--- src/hdl/img_pkg.sv ---
`default_nettype none

package img_pkg;

    // -------------------------------------------------
    // image geometry
    // -------------------------------------------------
    localparam int IMG_W   = 8;
    localparam int IMG_H   = 8;
    localparam int IMG_CH  = 32;
    localparam int IMG_PIX = IMG_W * IMG_H * IMG_CH;   // 2048
    localparam int ORG_MAX = 6;                        // 2x2 window must fit

    typedef logic [7:0]         pixel_t;
    typedef logic signed [13:0] out_data_t;
    typedef logic [2:0]         coord_t;
    typedef logic [4:0]         chan_t;
    typedef logic [10:0]        pix_idx_t;   // {c, y, x}

    // sized for the widest case: 8 banks or 1024 words per bank
    typedef logic [2:0] bank_t;
    typedef logic [9:0] bank_off_t;

    typedef enum logic [3:0] {
        OP_LOAD    = 4'd0,
        OP_ORG_R   = 4'd1,
        OP_ORG_L   = 4'd2,
        OP_ORG_U   = 4'd3,
        OP_ORG_D   = 4'd4,
        OP_SCALE_D = 4'd5,
        OP_SCALE_U = 4'd6,
        OP_DISPLAY = 4'd7
    } op_mode_t;   // 8..15 undefined, ignored by the core

    typedef enum logic [1:0] {D8 = 2'd0, D16 = 2'd1, D32 = 2'd2} depth_t;

    // -------------------------------------------------
    // port bundles
    // -------------------------------------------------
    typedef struct packed {logic valid; op_mode_t mode;} op_cmd_t;
    typedef struct packed {logic valid; pixel_t data;} pix_in_t;
    typedef struct packed {logic valid; out_data_t data;} pix_out_t;
    typedef struct packed {coord_t x; coord_t y; depth_t depth;} win_pos_t;
    typedef struct packed {bank_t bank; bank_off_t off;} bank_loc_t;
    typedef struct packed {logic en; bank_t bank; bank_off_t off; pixel_t data;} bank_wr_t;
    typedef struct packed {logic en; bank_t bank; bank_off_t off;} bank_rd_t;

    function automatic chan_t depth_last(depth_t d);
        case (d)
            D8:      return chan_t'(7);
            D16:     return chan_t'(15);
            default: return chan_t'(31);
        endcase
    endfunction

    // low channel bits pick the bank, the rest of the channel sits above y,x
    function automatic bank_loc_t raster_to_bank(pix_idx_t idx, int unsigned bank_count);
        chan_t     c;
        bank_loc_t loc;
        c        = idx[10:6];
        loc.bank = bank_t'(c % bank_count);
        loc.off  = bank_off_t'((c / bank_count) * (IMG_W * IMG_H) + idx[5:0]);
        return loc;
    endfunction

    function automatic bank_loc_t xyc_to_bank(coord_t x, coord_t y, chan_t c,
                                              int unsigned bank_count);
        return raster_to_bank({c, y, x}, bank_count);   // same packing as raster order
    endfunction

endpackage

`default_nettype wire

--- src/hdl/op_ctrl.sv ---
`default_nettype none

module op_ctrl #(
    parameter int BANK_COUNT = 4
) (
    input  wire logic              i_clk,
    input  wire logic              i_rst_n,
    input  wire img_pkg::op_cmd_t  i_op,
    input  wire img_pkg::pix_in_t  i_pix,
    input  wire logic              i_disp_done,
    output logic                   o_op_ready,
    output logic                   o_in_ready,
    output img_pkg::bank_wr_t      o_wr,
    output img_pkg::win_pos_t      o_win,
    output logic                   o_disp_start
);
    import img_pkg::*;

    typedef enum logic [2:0] {
        S_RESET,
        S_START,
        S_READY,    // one-cycle op_ready pulse
        S_WAIT,
        S_LOAD,
        S_EXEC,     // shift / scale, single cycle
        S_DISP      // streamer busy
    } state_t;

    state_t    state, state_nxt;
    op_cmd_t   op_r;        // registered host op
    pix_in_t   pix_r;       // registered host pixel
    op_mode_t  cur_op;      // op being executed
    pix_idx_t  load_cnt;    // raster index of next pixel
    coord_t    org_x, org_y;
    depth_t    depth;
    bank_loc_t wr_loc;
    logic      last_pix;

    // -------------------------------------------------
    // input register
    // -------------------------------------------------
    always_ff @(posedge i_clk or negedge i_rst_n) begin
        if (!i_rst_n) begin
            op_r  <= '0;
            pix_r <= '0;
        end else begin
            op_r  <= i_op;
            pix_r <= i_pix;
        end
    end

    assign last_pix = (load_cnt == pix_idx_t'(IMG_PIX - 1));

    // -------------------------------------------------
    // main FSM
    // -------------------------------------------------
    always_comb begin
        state_nxt = state;
        case (state)
            S_RESET: state_nxt = S_START;
            S_START: state_nxt = S_READY;
            S_READY: state_nxt = S_WAIT;
            S_WAIT: begin
                if (op_r.valid) begin
                    case (op_r.mode)
                        OP_LOAD:    state_nxt = S_LOAD;
                        OP_ORG_R, OP_ORG_L, OP_ORG_U, OP_ORG_D,
                        OP_SCALE_D, OP_SCALE_U: state_nxt = S_EXEC;
                        OP_DISPLAY: state_nxt = S_DISP;
                        default:    state_nxt = S_WAIT;   // undefined code, keep waiting
                    endcase
                end
            end
            S_LOAD:  if (pix_r.valid && last_pix) state_nxt = S_READY;
            S_EXEC:  state_nxt = S_READY;
            S_DISP:  if (i_disp_done) state_nxt = S_READY;
            default: state_nxt = S_RESET;
        endcase
    end

    always_ff @(posedge i_clk or negedge i_rst_n) begin
        if (!i_rst_n) begin
            state  <= S_RESET;
            cur_op <= OP_LOAD;
        end else begin
            state <= state_nxt;
            if (state == S_WAIT && op_r.valid) cur_op <= op_r.mode;
        end
    end

    // -------------------------------------------------
    // load counter, origin and depth
    // -------------------------------------------------
    always_ff @(posedge i_clk or negedge i_rst_n) begin
        if (!i_rst_n) begin
            load_cnt <= '0;
            org_x    <= '0;
            org_y    <= '0;
            depth    <= D32;
        end else begin
            if (state == S_LOAD && pix_r.valid) begin
                load_cnt <= last_pix ? '0 : load_cnt + pix_idx_t'(1);   // gaps hold
            end
            if (state == S_EXEC) begin
                case (cur_op)
                    OP_ORG_R: if (org_x < coord_t'(ORG_MAX)) org_x <= org_x + coord_t'(1);
                    OP_ORG_L: if (org_x != '0) org_x <= org_x - coord_t'(1);
                    OP_ORG_U: if (org_y != '0) org_y <= org_y - coord_t'(1);
                    OP_ORG_D: if (org_y < coord_t'(ORG_MAX)) org_y <= org_y + coord_t'(1);
                    OP_SCALE_D: begin
                        if (depth == D32) depth <= D16;
                        else if (depth == D16) depth <= D8;   // D8 is the floor
                    end
                    OP_SCALE_U: begin
                        if (depth == D8) depth <= D16;
                        else if (depth == D16) depth <= D32;
                    end
                    default: ;
                endcase
            end
        end
    end

    // -------------------------------------------------
    // outputs
    // -------------------------------------------------
    assign o_op_ready   = (state == S_READY);
    assign o_in_ready   = (state == S_LOAD);   // high for the whole load
    assign o_disp_start = (state == S_WAIT) && op_r.valid && (op_r.mode == OP_DISPLAY);

    assign wr_loc = raster_to_bank(load_cnt, BANK_COUNT);
    assign o_wr   = '{en:   (state == S_LOAD) && pix_r.valid,
                      bank: wr_loc.bank,
                      off:  wr_loc.off,
                      data: pix_r.data};

    assign o_win = '{x: org_x, y: org_y, depth: depth};

endmodule

`default_nettype wire

--- config.mk ---
export PLATFORM = sky130hd
export DESIGN_NAME = op_ctrl
export DESIGN_NICKNAME = d
export VERILOG_FILES = /design/src/hdl/img_pkg.sv /design/src/hdl/op_ctrl.sv
export SDC_FILE = /design/constraint.sdc
export NUM_CORES = 1
export LEC_CHECK = 0
export BUFFER_PORTS_ARGS = -buffer_cell sky130_fd_sc_hd__buf_4
export CAP_MARGIN = 20
export CORE_MARGIN = 2
export CORE_UTILIZATION = 45
export CTS_CLUSTER_DIAMETER = 100
export DETAILED_ROUTE_END_ITERATION = 16
export PLACE_DENSITY = 0.78
export SYNTH_ARGS = -nofsm -noshare
export SYNTH_HDL_FRONTEND = slang
export SYNTH_SLANG_ARGS = --single-unit
--- constraint.sdc ---
create_clock -name i_clk -period 2.3 [get_ports i_clk]
set_input_delay 0.46 -clock i_clk [delete_from_list [all_inputs] [get_ports i_clk]]
set_output_delay 0.46 -clock i_clk [all_outputs]
set_load 0.01 [all_outputs]
==> PnR_summary.wiki <==
{| class="wikitable"
! Metric !! Value
|-
| Net count reported at finish || 233
|-
| Top-Level Pins || 50
|-
| Routability congestion estimate || 0.773
|-
| Initial cell density of the core || 0.463
|-
| Clk root buf || sky130_fd_sc_hd__clkbuf_8
|-
| Sequential group share of total power || 0.477
|-
| Cell total after placement || 258
|-
| Post-Syn Area per Cell || 11.5 um^2
|-
| CP peak stage delay || 520 ps
|-
| Wire length of the first global-routing pass || 5990 um
|-
| Dominant register cell in the synthesized netlist || sky130_fd_sc_hd__dfrtp_1
|-
| Final period demand of the worst path || 2100 ps
|-
| Die area || 0.00499 mm^2
|-
| Final non-filler cell area || 0.00241 mm^2
|-
| DP Area || 0.00230 mm^2
|-
| Adder-cell share of the synthesized area || 0.0263
|-
| Setup total negative slack || 0 ps
|-
| Sequential share of the synthesized area || 0.501
|-
| Fin crit share || 0.913
|-
| DRC violations left || 0
|-
| Die width || 70.7 um
|-
| Simple-gate share of the synthesized area || 0.211
|-
| Total number of vias || 1423
|-
| Post-Syn Instances || 174
|-
| Wire per inst || 13.8 um
|-
| Worst skew pair latency || 280 ps
|-
| Top cells by area, synth || sky130_fd_sc_hd__dfrtp_1 (49%), sky130_fd_sc_hd__buf_4 (3.8%), sky130_fd_sc_hd__xnor2_1 (3.5%)
|-
| Area of the placeable core || 0.00432 mm^2
|-
| Final setup viols || 0
|-
| Critical Path Start Type || register
|-
| WP data required || 1840 ps
|-
| Area added between synthesis and finish || 20.3%
|-
| Largest vdd supply drop || 0.502 mV
|-
| Clk buf depth || 2
|-
| Portion of total power attributed to the clock network || 0.252
|-
| Run status || complete, no violations
|-
| Number of synthesized flops with an enable pin || 0
|-
| Number of routed nets with antenna violations || 0
|-
| Max Freq || 476 MHz
|-
| Type of destination of the critical path || output port
|-
| Combined buffer and inverter count along the critical path || 1
|-
| Final routed wirelength across all metal layers || 3660 um
|-
| Hold-fix buffers at CTS || 0
|-
| Clock Skew || 4.76 ps
|-
| Total power after layout || 2.21 mW
|-
| Multiplexer fraction of the synthesized cell area || 0.0407
|-
| Number of gates resized after CTS || 0
|-
| Worst setup slack for register-to-register paths || 240 ps
|-
| Total of buffers placed on input and output ports || 47
|-
| Number of warnings reported in the yosys synthesis log || 0
|-
| Number of distinct library cells after synthesis || 55
|-
| Overall global routing resource usage || 0.150
|-
| Power share of the combinational group || 0.271
|-
| Combinational family with the most area after synthesis || simple AND/OR/NAND/NOR gates
|-
| Int Power || 1.49 mW
|-
| Static Leak || 1.08 nW
|-
| Area share of the largest cell type after synthesis || 0.488
|-
| Post-synthesis share of cell area spent on xor and xnor gates || 0.0525
|-
| Power density relative to cell area || 918 mW/mm^2
|-
| Post-CTS setup buffer count || 0
|-
| Synthesis-stage register bit count || 40
|-
| Switching power total || 0.721 mW
|-
| Half-perimeter wire length after detailed placement || 2640 um
|-
| Fraction of layout cells with a size suffix above 1 || 0.355
|-
| Kind of critical path || register to output port
|-
| Vias in the first global route || 1294
|-
| Number of max-cap violations || 0
|-
| Setup repair after global routing missed its margin || no
|-
| Non-filler instance count after layout || 266
|-
| Count of final hold-check violations || 0
|-
| Largest fanout of any net on the critical path || 9
|-
| Worst-path cell with the longest stage delay || sky130_fd_sc_hd__dfrtp_1
|-
| CTS H-tree depth || 2
|-
| Cell type contributing the most total cell area after synthesis || sky130_fd_sc_hd__dfrtp_1
|-
| Class of the tightest hold or removal check || input port to asynchronous set/reset pin
|-
| Violation count after the first detailed-routing iteration || 76
|-
| Clock tree from TritonCTS || done
|-
| Maximum number of pins on one net before global-route repair || 41
|-
| Count of TritonRoute iterations in the first routing pass || 4
|-
| Async S/R FF share, synth || 1.00
|-
| Post-Synthesis Cell Area || 0.00200 mm^2
|-
| Number of buffers created by CTS || 5
|-
| Share of total power consumed by net switching || 0.326
|-
| Crit path max-delay family || simple AND/OR/NAND/NOR gates
|-
| Share of the synthesized area in compound gates (AO/OA/AOI/OAI) || 0.0919
|-
| Worst slew margin || 0.629
|-
| Ordered cell list for the critical path || and3b_1 -> nand2_1 -> nor3_1 -> buf_4
|-
| Register clock-pin slew on the reported worst setup and hold paths || 70 ps
|-
| Floorplan row count || 24
|-
| Die height || 70.7 um
|-
| Worst-margin pin slew || 551 ps
|-
| Signal arrival time at the worst endpoint || 1640 ps
|-
| Total count of max-transition violations in the final report || 0
|-
| Antenna Cells || 0
|-
| Initial antenna violation count || 0
|-
| Overflow left after global routing || 0
|-
| Drt via density || 5.35
|-
| Sink count of the clock tree || 40
|}
-- synthesized netlist by cell type, types with 2 or more instances --
| cell type | n |
|---|---|
| sky130_fd_sc_hd__nor2b_1 | 2 |
| sky130_fd_sc_hd__xor2_1 | 4 |
| sky130_fd_sc_hd__nand3_1 | 4 |
| sky130_fd_sc_hd__and3b_1 | 2 |
| sky130_fd_sc_hd__fa_1 | 2 |
| sky130_fd_sc_hd__mux2_2 | 5 |
| sky130_fd_sc_hd__inv_1 | 5 |
| sky130_fd_sc_hd__buf_2 | 2 |
| sky130_fd_sc_hd__nor2_1 | 10 |
| sky130_fd_sc_hd__buf_6 | 3 |
| sky130_fd_sc_hd__nor3_1 | 8 |
| sky130_fd_sc_hd__nand2_1 | 13 |
| sky130_fd_sc_hd__dfrtp_1 | 39 |
| sky130_fd_sc_hd__o21ai_0 | 4 |
| sky130_fd_sc_hd__inv_2 | 2 |
| sky130_fd_sc_hd__a21oi_1 | 8 |
| sky130_fd_sc_hd__nor4b_4 | 2 |
| sky130_fd_sc_hd__nand2b_1 | 2 |
| sky130_fd_sc_hd__nor4_1 | 2 |
| sky130_fd_sc_hd__buf_4 | 10 |
| sky130_fd_sc_hd__nand4_1 | 4 |
| sky130_fd_sc_hd__xnor2_1 | 8 |
-- layer usage --
metal,GRT usage,routed length [um],vias to the layer above
li1,-,-,679
met4,0.0545,38,0
met3,0.0399,203,4
met1,0.194,1600,687
met2,0.243,1820,53
met5,0,0,-
-- layout by cell type, fill, tap and decap left out, types with 2 or more instances in the layout --
cell	instances
sky130_fd_sc_hd__and3b_1	2
sky130_fd_sc_hd__nand4_1	4
sky130_fd_sc_hd__a21oi_1	8
sky130_fd_sc_hd__buf_4	47
sky130_fd_sc_hd__nand3_1	4
sky130_fd_sc_hd__nor3_1	8
sky130_fd_sc_hd__inv_2	2
sky130_fd_sc_hd__nand2b_1	2
sky130_fd_sc_hd__nor2b_1	2
sky130_fd_sc_hd__xnor2_1	8
sky130_fd_sc_hd__nor4b_4	2
sky130_fd_sc_hd__inv_1	5
sky130_fd_sc_hd__fa_1	2
sky130_fd_sc_hd__dfrtp_1	39
sky130_fd_sc_hd__nor2_1	10
sky130_fd_sc_hd__xor2_1	4
sky130_fd_sc_hd__conb_1	2
sky130_fd_sc_hd__clkbuf_8	5
sky130_fd_sc_hd__mux2_2	5
sky130_fd_sc_hd__o21ai_0	4
sky130_fd_sc_hd__nor4_1	2
sky130_fd_sc_hd__nand2_1	13
-- power groups by stage --
stage	logic [mW]	registers, mW	clock network, mW
floorplan	0.546	0.963	0
global placement	0.582	1.05	0
detailed placement	0.605	1.07	0
CTS	0.608	1.05	0.576
global route	0.662	1.09	0.608
finish	0.599	1.06	0.556
-- path summary, 6_finish.rpt --
kind,start,endpoint,depth (start not counted)
hold / removal,i_rst_n,org_x[2],1
max in group asynchronous,i_rst_n,depth[1],1
hold reg to reg,load_cnt[10],load_cnt[10],1
setup / recovery,state[2],o_disp_start,4
min in group i_clk,i_pix[1],o_wr[1],1
setup reg to reg,cur_op[0],org_x[2],6
-- cells by family after synthesis --
kind of cell / Yosys count
XOR/XNOR: 12
adder cells (fa/ha/maj): 3
flip-flops: 40
AND/OR/NAND/NOR: 62
multiplexers: 7
other: 1
AO/OA/AOI/OAI: 26
buffers and inverters: 23
-- registers in the layout (all words and copies together) (netlist names) --
name,cells
cur_op,4
depth,2
load_cnt,11
o_wr,8
op_r,5
org_x,3
org_y,3
pix_r,1
state,3
-- cell type report --
cell class / instances / area (um^2)
multi-input combinational: 112 / 853
timing repair buffer: 47 / 353
clock buffer: 6 / 72.6
clock inverter: 2 / 35.0
fill: 385 / 1920
tap: 52 / 65.1
inverter: 7 / 26.3
sequential: 40 / 1000
-- through the flow --
step	hold slack [ps]	utilization	worst slack, ps
final	142	0.557	200
after detailed placement	474	0.532	241
after global routing	174	0.557	95.8
after floorplan	164	-	366
after global placement	465	0.532	320
after CTS	157	0.557	188
(Power assumes the default switching activity.)
