## src/hdl/img_pkg.sv

```systemverilog
`default_nettype none

package img_pkg;

    // -------------------------------------------------
    // image geometry
    // -------------------------------------------------
    localparam int IMG_W   = 8;
    localparam int IMG_H   = 8;
    localparam int IMG_CH  = 32;
    localparam int IMG_PIX = IMG_W * IMG_H * IMG_CH;   // 2048
    localparam int ORG_MAX = 6;                        // 2x2 window must fit

    typedef logic [7:0]         pixel_t;
    typedef logic signed [13:0] out_data_t;
    typedef logic [2:0]         coord_t;
    typedef logic [4:0]         chan_t;
    typedef logic [10:0]        pix_idx_t;   // {c, y, x}

    // sized for the widest case: 8 banks or 1024 words per bank
    typedef logic [2:0] bank_t;
    typedef logic [9:0] bank_off_t;

    typedef enum logic [3:0] {
        OP_LOAD    = 4'd0,
        OP_ORG_R   = 4'd1,
        OP_ORG_L   = 4'd2,
        OP_ORG_U   = 4'd3,
        OP_ORG_D   = 4'd4,
        OP_SCALE_D = 4'd5,
        OP_SCALE_U = 4'd6,
        OP_DISPLAY = 4'd7
    } op_mode_t;   // 8..15 undefined, ignored by the core

    typedef enum logic [1:0] {D8 = 2'd0, D16 = 2'd1, D32 = 2'd2} depth_t;

    // -------------------------------------------------
    // port bundles
    // -------------------------------------------------
    typedef struct packed {logic valid; op_mode_t mode;} op_cmd_t;
    typedef struct packed {logic valid; pixel_t data;} pix_in_t;
    typedef struct packed {logic valid; out_data_t data;} pix_out_t;
    typedef struct packed {coord_t x; coord_t y; depth_t depth;} win_pos_t;
    typedef struct packed {bank_t bank; bank_off_t off;} bank_loc_t;
    typedef struct packed {logic en; bank_t bank; bank_off_t off; pixel_t data;} bank_wr_t;
    typedef struct packed {logic en; bank_t bank; bank_off_t off;} bank_rd_t;

    function automatic chan_t depth_last(depth_t d);
        case (d)
            D8:      return chan_t'(7);
            D16:     return chan_t'(15);
            default: return chan_t'(31);
        endcase
    endfunction

    // low channel bits pick the bank, the rest of the channel sits above y,x
    function automatic bank_loc_t raster_to_bank(pix_idx_t idx, int unsigned bank_count);
        chan_t     c;
        bank_loc_t loc;
        c        = idx[10:6];
        loc.bank = bank_t'(c % bank_count);
        loc.off  = bank_off_t'((c / bank_count) * (IMG_W * IMG_H) + idx[5:0]);
        return loc;
    endfunction

    function automatic bank_loc_t xyc_to_bank(coord_t x, coord_t y, chan_t c,
                                              int unsigned bank_count);
        return raster_to_bank({c, y, x}, bank_count);   // same packing as raster order
    endfunction

endpackage

`default_nettype wire

```

## src/hdl/display_streamer.sv

```systemverilog
`default_nettype none

module display_streamer #(
    parameter int BANK_COUNT = 4
) (
    input  wire logic              i_clk,
    input  wire logic              i_rst_n,
    input  wire logic              i_start,
    input  wire img_pkg::win_pos_t i_win,
    input  wire img_pkg::pixel_t   i_rd_data,
    output img_pkg::bank_rd_t      o_rd,
    output img_pkg::pix_out_t      o_pix,
    output logic                   o_done
);
    import img_pkg::*;

    logic      active;      // issuing reads
    logic      drain;       // last read issued, waiting for pipeline
    logic [1:0] pos;        // 0:(0,0) 1:(1,0) 2:(0,1) 3:(1,1)
    chan_t     ch;
    logic      rd_vld;      // stage 1, memory data valid
    logic      out_vld;     // stage 2, output valid
    out_data_t out_data;
    coord_t    rd_x, rd_y;
    bank_loc_t rd_loc;

    // -------------------------------------------------
    // window walk
    // -------------------------------------------------
    always_ff @(posedge i_clk or negedge i_rst_n) begin
        if (!i_rst_n) begin
            active <= 1'b0;
            drain  <= 1'b0;
            pos    <= '0;
            ch     <= '0;
        end else if (i_start) begin
            active <= 1'b1;
            pos    <= '0;
            ch     <= '0;
        end else if (active) begin
            pos <= pos + 2'd1;
            if (pos == 2'd3) begin
                if (ch == depth_last(i_win.depth)) begin
                    active <= 1'b0;   // all channels issued
                    drain  <= 1'b1;
                end else begin
                    ch <= ch + chan_t'(1);
                end
            end
        end else if (o_done) begin
            drain <= 1'b0;
        end
    end

    assign rd_x   = i_win.x + coord_t'(pos[0]);
    assign rd_y   = i_win.y + coord_t'(pos[1]);
    assign rd_loc = xyc_to_bank(rd_x, rd_y, ch, BANK_COUNT);
    assign o_rd   = '{en: active, bank: rd_loc.bank, off: rd_loc.off};

    // -------------------------------------------------
    // two-stage valid pipe, read data lands in stage 1
    // -------------------------------------------------
    always_ff @(posedge i_clk or negedge i_rst_n) begin
        if (!i_rst_n) begin
            rd_vld  <= 1'b0;
            out_vld <= 1'b0;
        end else begin
            rd_vld  <= active;
            out_vld <= rd_vld;
        end
    end

    always_ff @(posedge i_clk) begin
        if (rd_vld) out_data <= out_data_t'({6'd0, i_rd_data});   // zero-extend
    end

    assign o_pix  = '{valid: out_vld, data: out_data};
    assign o_done = drain && !rd_vld && !out_vld;   // nothing left in flight

endmodule

`default_nettype wire

```

## config.mk

```make
export PLATFORM = sky130hd
export DESIGN_NAME = display_streamer
export DESIGN_NICKNAME = d
export VERILOG_FILES = /design/src/hdl/img_pkg.sv /design/src/hdl/display_streamer.sv
export SDC_FILE = /design/constraint.sdc
export NUM_CORES = 1
export LEC_CHECK = 0
export BUFFER_PORTS_ARGS = -buffer_cell sky130_fd_sc_hd__buf_2
export CORE_MARGIN = 1
export CORE_UTILIZATION = 44
export CTS_CLUSTER_SIZE = 14
export DETAILED_ROUTE_END_ITERATION = 10
export MAX_ROUTING_LAYER = met4
export PLACE_DENSITY = 0.86
export RECOVER_POWER = 25
export SYNTH_ARGS = -nofsm -noshare
export SYNTH_HDL_FRONTEND = slang
export SYNTH_SLANG_ARGS = --single-unit
```

## constraint.sdc

```tcl
create_clock -name i_clk -period 2.3 [get_ports i_clk]
set_clock_uncertainty 0.2 [all_clocks]
set_input_delay 0.46 -clock i_clk [delete_from_list [all_inputs] [get_ports i_clk]]
set_output_delay 0.46 -clock i_clk [all_outputs]
set_load 0.005 [all_outputs]
```

==> out/qor.csv, run 1 <==
metric;value;unit
clock-sinks;19;
netlist.area_leader.share;28.9;%
antenna_left;0;
cp-endpoint;o_rd[2];
syn-cell-area;951;µm²
synth_xor_area_share;2.76;%
hp-start;i_rd_data[0];
fin_crit;2.03;ns
yosysSeqAreaShare;54.2;%
cts_setup_buffers;0;
core;2000;µm²
grt_pass1_wl;2680;µm
critPathRequiredTime;1.64;ns
syn_to_final_growth;22.8;%
reg2regPathDepth;4;
fin_area;1170;µm²
setup_viol;0;
startpoint_type;flip-flop;
ios;49;
cts_root_buffer;clkbuf_4;
avgViaCountPerCell;4.86;
max_freq;492;MHz
yosysUniqueCellTypes;30;
r2r_setup_slack;0.50;ns
initial_core_util;47.5;%
post-route-period-util;88.4;%
diodes;0;
h-tree-depth;1;
synthCells;79;
clk_transition_reported_paths;0.10;ns
grt_util_all_layers;15.2;%
finalHoldViolations;0;
layout_commonest_cell;buf_2;
cp-startpoint;pos[0];
status;completed;
drt_iter0_drc;8;
antenna_found_initial;0;
synth-seq-cells;19;
synth-simple-area-share;14.6;%
yosys.area.top_type;dfrtp_1;
nets;146;
most-common-layout-cells;39 x buf_2, 11 x dfrtp_1, 8 x nor2_1, 8 x conb_1, 8 x edfxtp_1;
die_x;48.5;µm
numPortBuffers;40;
synth.avg_cell_area;12.0;µm²
rsz0062_at_grt;no;
gp_congestion;0.868;
p_leak;0.581;nW
reg2reg_from;ch[3];
rr_endpoint;ch[0];
grt_overflow;0;
dieHeight;48.5;µm
drive_above_1_share;38.3;%
die_area;2350;µm²
hpwl;1320;µm
worstSkewPairLatency;0.29;ns
min_path_type;in2reg;
maxCapViolCount;0;
rows;16;
synth.area.mux_share;2.11;%
power_density;520;nW/µm²
synth_top_family_by_area;simple AND/OR/NAND/NOR gates;
drc;0;
relSlewSlack;61.3;%
final_max_slew_viol_count;0;
critical_path_class;reg2out;
dr.pass1.iters;4;
ys_warn_count;0;
worst_slew_pin_slew;0.581;ns
grt_max_degree;12;
tritoncts;built;
clockBufferDepth;2;
worstPathMaxFanout;3;
synthTopCellsByArea;dfrtp_1 29%, edfxtp_1 25%, buf_4 7.9%;
crit_arrival;1.37;ns
synthAdderAreaFrac;7.89;%
wl_per_cell;11.4;µm
end_kind;output port;
drt-total-wl;1680;µm
ir_drop;0.000230;V
place_area;1130;µm²
tns;0;ns
grt_pass1_vias;629;
numCtsBuffers;3;
synth_compound_area_share;9.34;%
dr_total_vias;715;
==> layer usage <==
metal	up-vias	track usage (%)	part of all wire (%)	routed length, µm
met2	31	27.0	49	829
met1	328	17.8	44	733
li1	352	-	-	-
met4	0	4.41	0.72	12
met3	4	2.20	5.9	99
met5	-	-	0	0
==> cells by family after synthesis <==
logic type	after synthesis
buf+inv	12
mux	2
other cells	1
xor+xnor	3
simple gates	25
fa+ha+maj	6
compound gates	11
flops	19
==> area by class of cell <==
type                            count  area, µm²
Fill cell                         176        835
Sequential cell                    19        515
Multi-Input combinational cell     55        379
Timing Repair Buffer               41        209
Tap cell                           27       33.8
Clock buffer                        4       26.3
Inverter                            1       3.75
==> cell usage after synthesis <==
master	n
inv_1	1
a31oi_1	1
buf_4	10
xnor2_1	1
mux2i_1	2
o21bai_1	1
edfxtp_1	8
or4bb_4	1
dfrtp_1	11
nor2_1	8
a21oi_1	3
a32o_1	1
nor4_1	1
ha_1	6
nor3b_1	1
or3_1	1
nor3_1	2
nand4_1	1
or4_4	1
and2_1	2
o211a_1	1
xor2_1	2
conb_1	1
a31oi_4	1
clkbuf_1	1
a21oi_2	1
o21ai_1	2
nand3_1	3
nand2_1	3
nand3b_1	1
==> stage by stage <==
stage	hold WS, ns	power, mW	utilization (%)	setup slack, ns	std cells
after floorplan	-0.0356	0.420	-	0.580	86
after global placement	0.140	0.449	56.6	0.427	142
after detailed placement	0.142	0.453	56.6	0.381	142
after CTS	0.144	0.609	58.4	0.268	147
after global routing	0.127	0.639	58.3	0.194	147
final	0.142	0.608	58.3	0.267	147
==> power breakdown <==
| part | total, mW | leakage, nW | internal, mW | switching, mW |
|---|---|---|---|---|
| sequential | 0.371 | 0.220 | 0.365 | 0.00638 |
| combinational | 0.0753 | 0.346 | 0.0379 | 0.0374 |
| clock | 0.161 | 0.0150 | 0.0674 | 0.0935 |
==> state kept, by name, indices dropped and copies added (netlist names) <==
name      flops
out_data      8
ch            5
pos           2
active        1
drain         1
out_vld       1
rd_vld        1
==> how the worst min path moves through the flow <==
stage	depth (start not counted)	end
after detailed placement	1	pos[1]
after CTS	1	out_data[0]
after global placement	1	pos[1]
final	1	out_data[0]
after floorplan	0	active
after global routing	1	out_data[0]
==> what timing repair did <==
action | in CTS | in global routing
resized for setup | 0 | 0
hold endpoints to repair | 11 | 0
setup endpoints to repair | 0 | 0
hold buffers | 1 | 0
==> critical path, stage by stage, from the launching register on <==
cell	delay (ns)
dfrtp_1	0.43
ha_1	0.20
ha_1	0.18
xor2_1	0.15
buf_2	0.12
(Power assumes the default switching activity.)
==> inputs of run 2 (changes only) <==
--- a/config.mk
+++ b/config.mk
@@ -6,8 +6,10 @@
 export NUM_CORES = 1
 export LEC_CHECK = 0
 export BUFFER_PORTS_ARGS = -buffer_cell sky130_fd_sc_hd__buf_2
+export CELL_PAD_IN_SITES_DETAIL_PLACEMENT = 1
+export CELL_PAD_IN_SITES_GLOBAL_PLACEMENT = 1
 export CORE_MARGIN = 1
-export CORE_UTILIZATION = 44
+export CORE_UTILIZATION = 33
 export CTS_CLUSTER_SIZE = 14
 export DETAILED_ROUTE_END_ITERATION = 10
 export MAX_ROUTING_LAYER = met4
==> out/qor.csv, run 2 (synthesized netlist as in run 1, its figures left out) <==
metric;value;unit;change
hpwl;1700;µm;+29%
grt_util_all_layers;15.2;%;+0.023 points
drt_iter0_drc;8;;unchanged
worstSkewPairLatency;0.30;ns;about the same
dieHeight;55.7;µm;+15%
core;2730;µm²;+37%
tns;0;ns;unchanged
worst_slew_pin_slew;0.626;ns;+0.0455 ns
power_density;526;nW/µm²;+0.99%
antenna_left;0;;unchanged
gp_congestion;0.726;;-16%
biggestRegsByFlops;out_data x8, ch x5, pos x2;;
p_seq_share;60.3;%;-0.8 points
largest_register;out_data;;
post-route-period-util;88.7;%;+0.27 points
h-tree-depth;1;;unchanged
most-common-layout-cells;39 x buf_2, 11 x dfrtp_1, 8 x nor2_1, 8 x conb_1, 8 x edfxtp_1;;
worstPathMaxFanout;3;;unchanged
min_path_type;in2reg;;
pwr-share-comb;12.5;%;about the same
grt_pass1_wl;3420;µm;+27%
die_area;3100;µm²;+32%
drc;0;;unchanged
grt_max_degree;12;;unchanged
initial_core_util;34.8;%;-13 points
wl_per_cell;13.8;µm;+21%
largest_reg_flops;8;;unchanged
rows;19;;+3
numPortBuffers;40;;unchanged
die_x;55.7;µm;+15%
syn_to_final_growth;23.3;%;
setup_ws;0.261;ns;-0.00632 ns
diodes;0;;unchanged
finalHoldViolations;0;;unchanged
dr_total_vias;739;;+3.4%
setup_viol;0;;unchanged
clockBufferDepth;2;;unchanged
numCtsBuffers;3;;unchanged
layout_commonest_cell;buf_2;;
avgViaCountPerCell;4.89;;+0.62%
critical_path_class;reg2out;;
critPathRequiredTime;1.64;ns;about the same
drt-total-wl;2080;µm;+24%
p_sw_share;23.6;%;+0.99 points
grt_overflow;0;;unchanged
nets;146;;unchanged
ir_drop;0.000300;V;+30%
status;completed;;
p_leak;0.581;nW;unchanged
end_kind;output port;;
antenna_found_initial;0;;unchanged
pre_cts_slack;0.357;ns;-0.0241 ns
grt_pass1_vias;752;;+20%
internal_power;0.471;mW;+0.13%
crit_arrival;1.38;ns;about the same
drive_above_1_share;38.3;%;unchanged
relSlewSlack;58.3;%;-3.0 points
ios;49;;unchanged
rsz0062_at_grt;no;;
maxCapViolCount;0;;unchanged
cts_root_buffer;clkbuf_4;;
startpoint_type;flip-flop;;
clk_transition_reported_paths;0.10;ns;about the same
cts_setup_buffers;0;;unchanged
clkPwrFrac;27.2;%;+0.7 points
clock-sinks;19;;unchanged
dr.pass1.iters;2;;-2
final_max_slew_viol_count;0;;unchanged
tritoncts;built;;
max_freq;490;MHz;-0.31%
power_switching;0.145;mW;+5.9%
fin_crit;2.04;ns;+0.00632 ns
run 2: metrics by stage:
step	std cells	power, mW	hold WS (ns)	utilization [%]	instance area [µm²]
after floorplan	86	0.420	-0.0356	-	977
after global placement	146	0.451	0.139	41.6	1140
after detailed placement	146	0.456	0.150	41.6	1140
after CTS	151	0.630	0.118	42.9	1170
after global routing	151	0.660	0.101	42.9	1170
final	151	0.616	0.133	42.9	1170
run 2: final cells by class:
class | count | area (µm²)
clock buffer | 4 | 26.3
fill | 331 | 1560
inverter | 1 | 3.75
multi-input combinational | 55 | 379
sequential | 19 | 515
tap | 31 | 38.8
timing repair buffer | 41 | 209
run 2: repair_timing:
| action | 4_1_cts | 5_1_grt |
|---|---|---|
| gates resized for setup | 0 | 0 |
| hold endpoints to repair | 11 | 0 |
| hold buffers | 1 | 0 |
run 2: worst paths after layout:
path / to / startpoint / cells past startpoint / slack [ns]
setup / recovery: o_rd[2] / pos[0] / 4 / 0.26
hold / removal: out_data[2] / i_rd_data[2] / 1 / 0.13
setup reg to reg: ch[1] / ch[3] / 4 / 0.45
hold reg to reg: drain / drain / 1 / 0.30
max in group asynchronous: ch[0] / i_rst_n / 2 / 1.02
min in group asynchronous: drain / i_rst_n / 2 / 0.48
run 2: critical path, cell delays in order, from the launching register on:
cell,delay (ns)
dfrtp_1,0.43
ha_1,0.20
ha_1,0.18
xor2_1,0.15
buf_2,0.12
run 2: power groups by stage:
stage	combinational (mW)	clock [mW]	sequential, mW
floorplan	0.0414	0	0.379
global placement	0.0725	0	0.378
detailed placement	0.0775	0	0.379
CTS	0.0794	0.179	0.372
global route	0.0877	0.199	0.373
finish	0.0772	0.168	0.371
run 2: layer usage:
layer	track usage [%]	vias up	routed length, µm
met4	8.57	0	51
li1	-	351	-
met1	16.1	355	804
met3	3.02	4	103
met2	26.3	29	1120
met5	-	-	0
==> inputs of run 3 (changes only) <==
==> constraint.sdc (replaced) <==
create_clock -name i_clk -period 2.3 [get_ports i_clk]
set_clock_uncertainty 0.2 [all_clocks]
set_input_delay 0 -clock i_clk [delete_from_list [all_inputs] [get_ports i_clk]]
set_output_delay 0 -clock i_clk [all_outputs]
set_load 0.005 [all_outputs]
==> out/qor.csv, run 3 (synthesized netlist as in run 1, its figures left out) <==
metric;value;unit;change
clockBufferDepth;2;;unchanged
dieHeight;55.7;µm;unchanged
final_max_slew_viol_count;0;;unchanged
power_density;494;nW/µm²;-6.0%
drt_iter0_drc;6;;-2
hpwl;1690;µm;-0.39%
antenna_found_initial;0;;unchanged
avgViaCountPerCell;5.00;;+2.2%
fin_area;1290;µm²;+10%
grt_pass1_wl;3950;µm;+16%
crit_arrival;1.82;ns;+0.44 ns
drive_above_1_share;33.3;%;-5.0 points
largest_reg_flops;8;;unchanged
p_leak;0.626;nW;+7.7%
numPortBuffers;40;;unchanged
reg2regPathDepth;4;;unchanged
die_area;3100;µm²;unchanged
nets;158;;+8.2%
rsz0062_at_grt;no;;
tns;0;ns;unchanged
numCtsBuffers;3;;unchanged
gp_congestion;0.826;;+14%
drc;0;;unchanged
setup_ws;0.478;ns;+0.217 ns
finalHoldViolations;0;;unchanged
min_path_type;in2out;;
grt_pass1_vias;837;;+11%
hp-start;i_win[7];;
diodes;0;;unchanged
end_kind;flip-flop;;
dr.pass1.iters;4;;+2
syn_to_final_growth;35.7;%;
relSlewSlack;64.3;%;+6.0 points
grt_overflow;0;;unchanged
tritoncts;built;;
rr_endpoint;ch[1];;
startpoint_type;flip-flop;;
layout_commonest_cell;buf_2;;
critPathRequiredTime;2.30;ns;+0.66 ns
worstPathMaxFanout;7;;+4
die_x;55.7;µm;unchanged
grt_util_all_layers;17.0;%;+1.9 points
biggestRegsByFlops;out_data x8, ch x5, pos x2;;
reg2reg_from;ch[3];;
finalPower;0.637;mW;+3.4%
rows;19;;unchanged
clock-sinks;19;;unchanged
place_area;1140;µm²;unchanged
worst_slew_pin_slew;0.534;ns;-0.0921 ns
cp-startpoint;ch[3];;
drt-total-wl;2250;µm;+8.2%
h-tree-depth;1;;unchanged
critical_path_class;reg2reg;;
post-route-period-util;79.2;%;-9.4 points
maxCapViolCount;0;;unchanged
pre_cts_slack;0.501;ns;+0.143 ns
largest_register;out_data;;
worstSkewPairLatency;0.30;ns;about the same
dr_total_vias;815;;+10%
initial_core_util;34.8;%;unchanged
cp-endpoint;ch[1];;
r2r_setup_slack;0.48;ns;+0.03 ns
ios;49;;unchanged
fin_crit;1.82;ns;-0.217 ns
ctsResizeCount;0;;unchanged
setup_viol;0;;unchanged
antenna_left;0;;unchanged
max_freq;549;MHz;+12%
most-common-layout-cells;37 x buf_2, 13 x dlygate4sd3_1, 11 x dfrtp_1;;
grt_max_degree;12;;unchanged
whs_path_depth;3;;+2
wl_per_cell;13.8;µm;+0.26%
status;completed;;
clk_transition_reported_paths;0.11;ns;about the same
cts_root_buffer;clkbuf_4;;
core;2730;µm²;unchanged
ir_drop;0.000317;V;+5.5%
==> run 3: cell types whose count changed in the layout (fill, tap and decap cells not counted) <==
cell           delta
buf_2             -2
dlygate4sd3_1    +12
clkbuf_1          +2
==> run 3: worst min-delay path by stage <==
stage / end / slack, ns
3_3_place_gp: out_vld / -0.32
2_1_floorplan: active / -0.50
3_5_place_dp: out_vld / -0.32
6_report: o_rd[2] / 0.05
4_1_cts: o_rd[2] / 0.05
5_1_grt: o_rd[5] / 0.07
==> run 3: through the flow <==
stage / hold WS (ns) / cells / util, %
detailed placement: -0.316 / 146 / 41.6
finish: 0.0515 / 163 / 47.2
global route: 0.0657 / 163 / 47.2
floorplan: -0.496 / 86 / -
global placement: -0.320 / 146 / 41.6
CTS: 0.0543 / 163 / 47.3
==> run 3: metal layers <==
metal / vias to the layer above / part of all wire [%] / GRT usage (%)
met5: - / 0 / -
li1: 372 / - / -
met2: 38 / 56 / 31.7
met3: 3 / 6.3 / 3.02
met1: 402 / 37 / 18.2
met4: 0 / 1.3 / 5.36
==> run 3: area by class of cell <==
type,instances,area [µm²]
timing repair buffer,53,327
inverter,1,3.75
clock buffer,4,26.3
tap,31,38.8
sequential,19,515
multi-input combinational,55,379
fill,316,1440
==> run 3: critical path: stages, from the launching register on <==
cell      delay [ns]
dfrtp_1         0.46
or4_4           0.59
a31oi_4         0.26
nand3b_1        0.16
a21oi_2         0.05
==> run 3: power breakdown <==
part,internal [mW],switching (mW)
Sequential,0.365,0.00639
Combinational,0.0515,0.0432
Clock,0.0677,0.104
Total,0.484,0.153
==> run 3: timing repair <==
| action | 4_1_cts | 5_1_grt |
|---|---|---|
| endpoints found under the hold margin | 28 | 0 |
| buffers inserted | 0 | 0 |
| hold buffers | 13 | 0 |
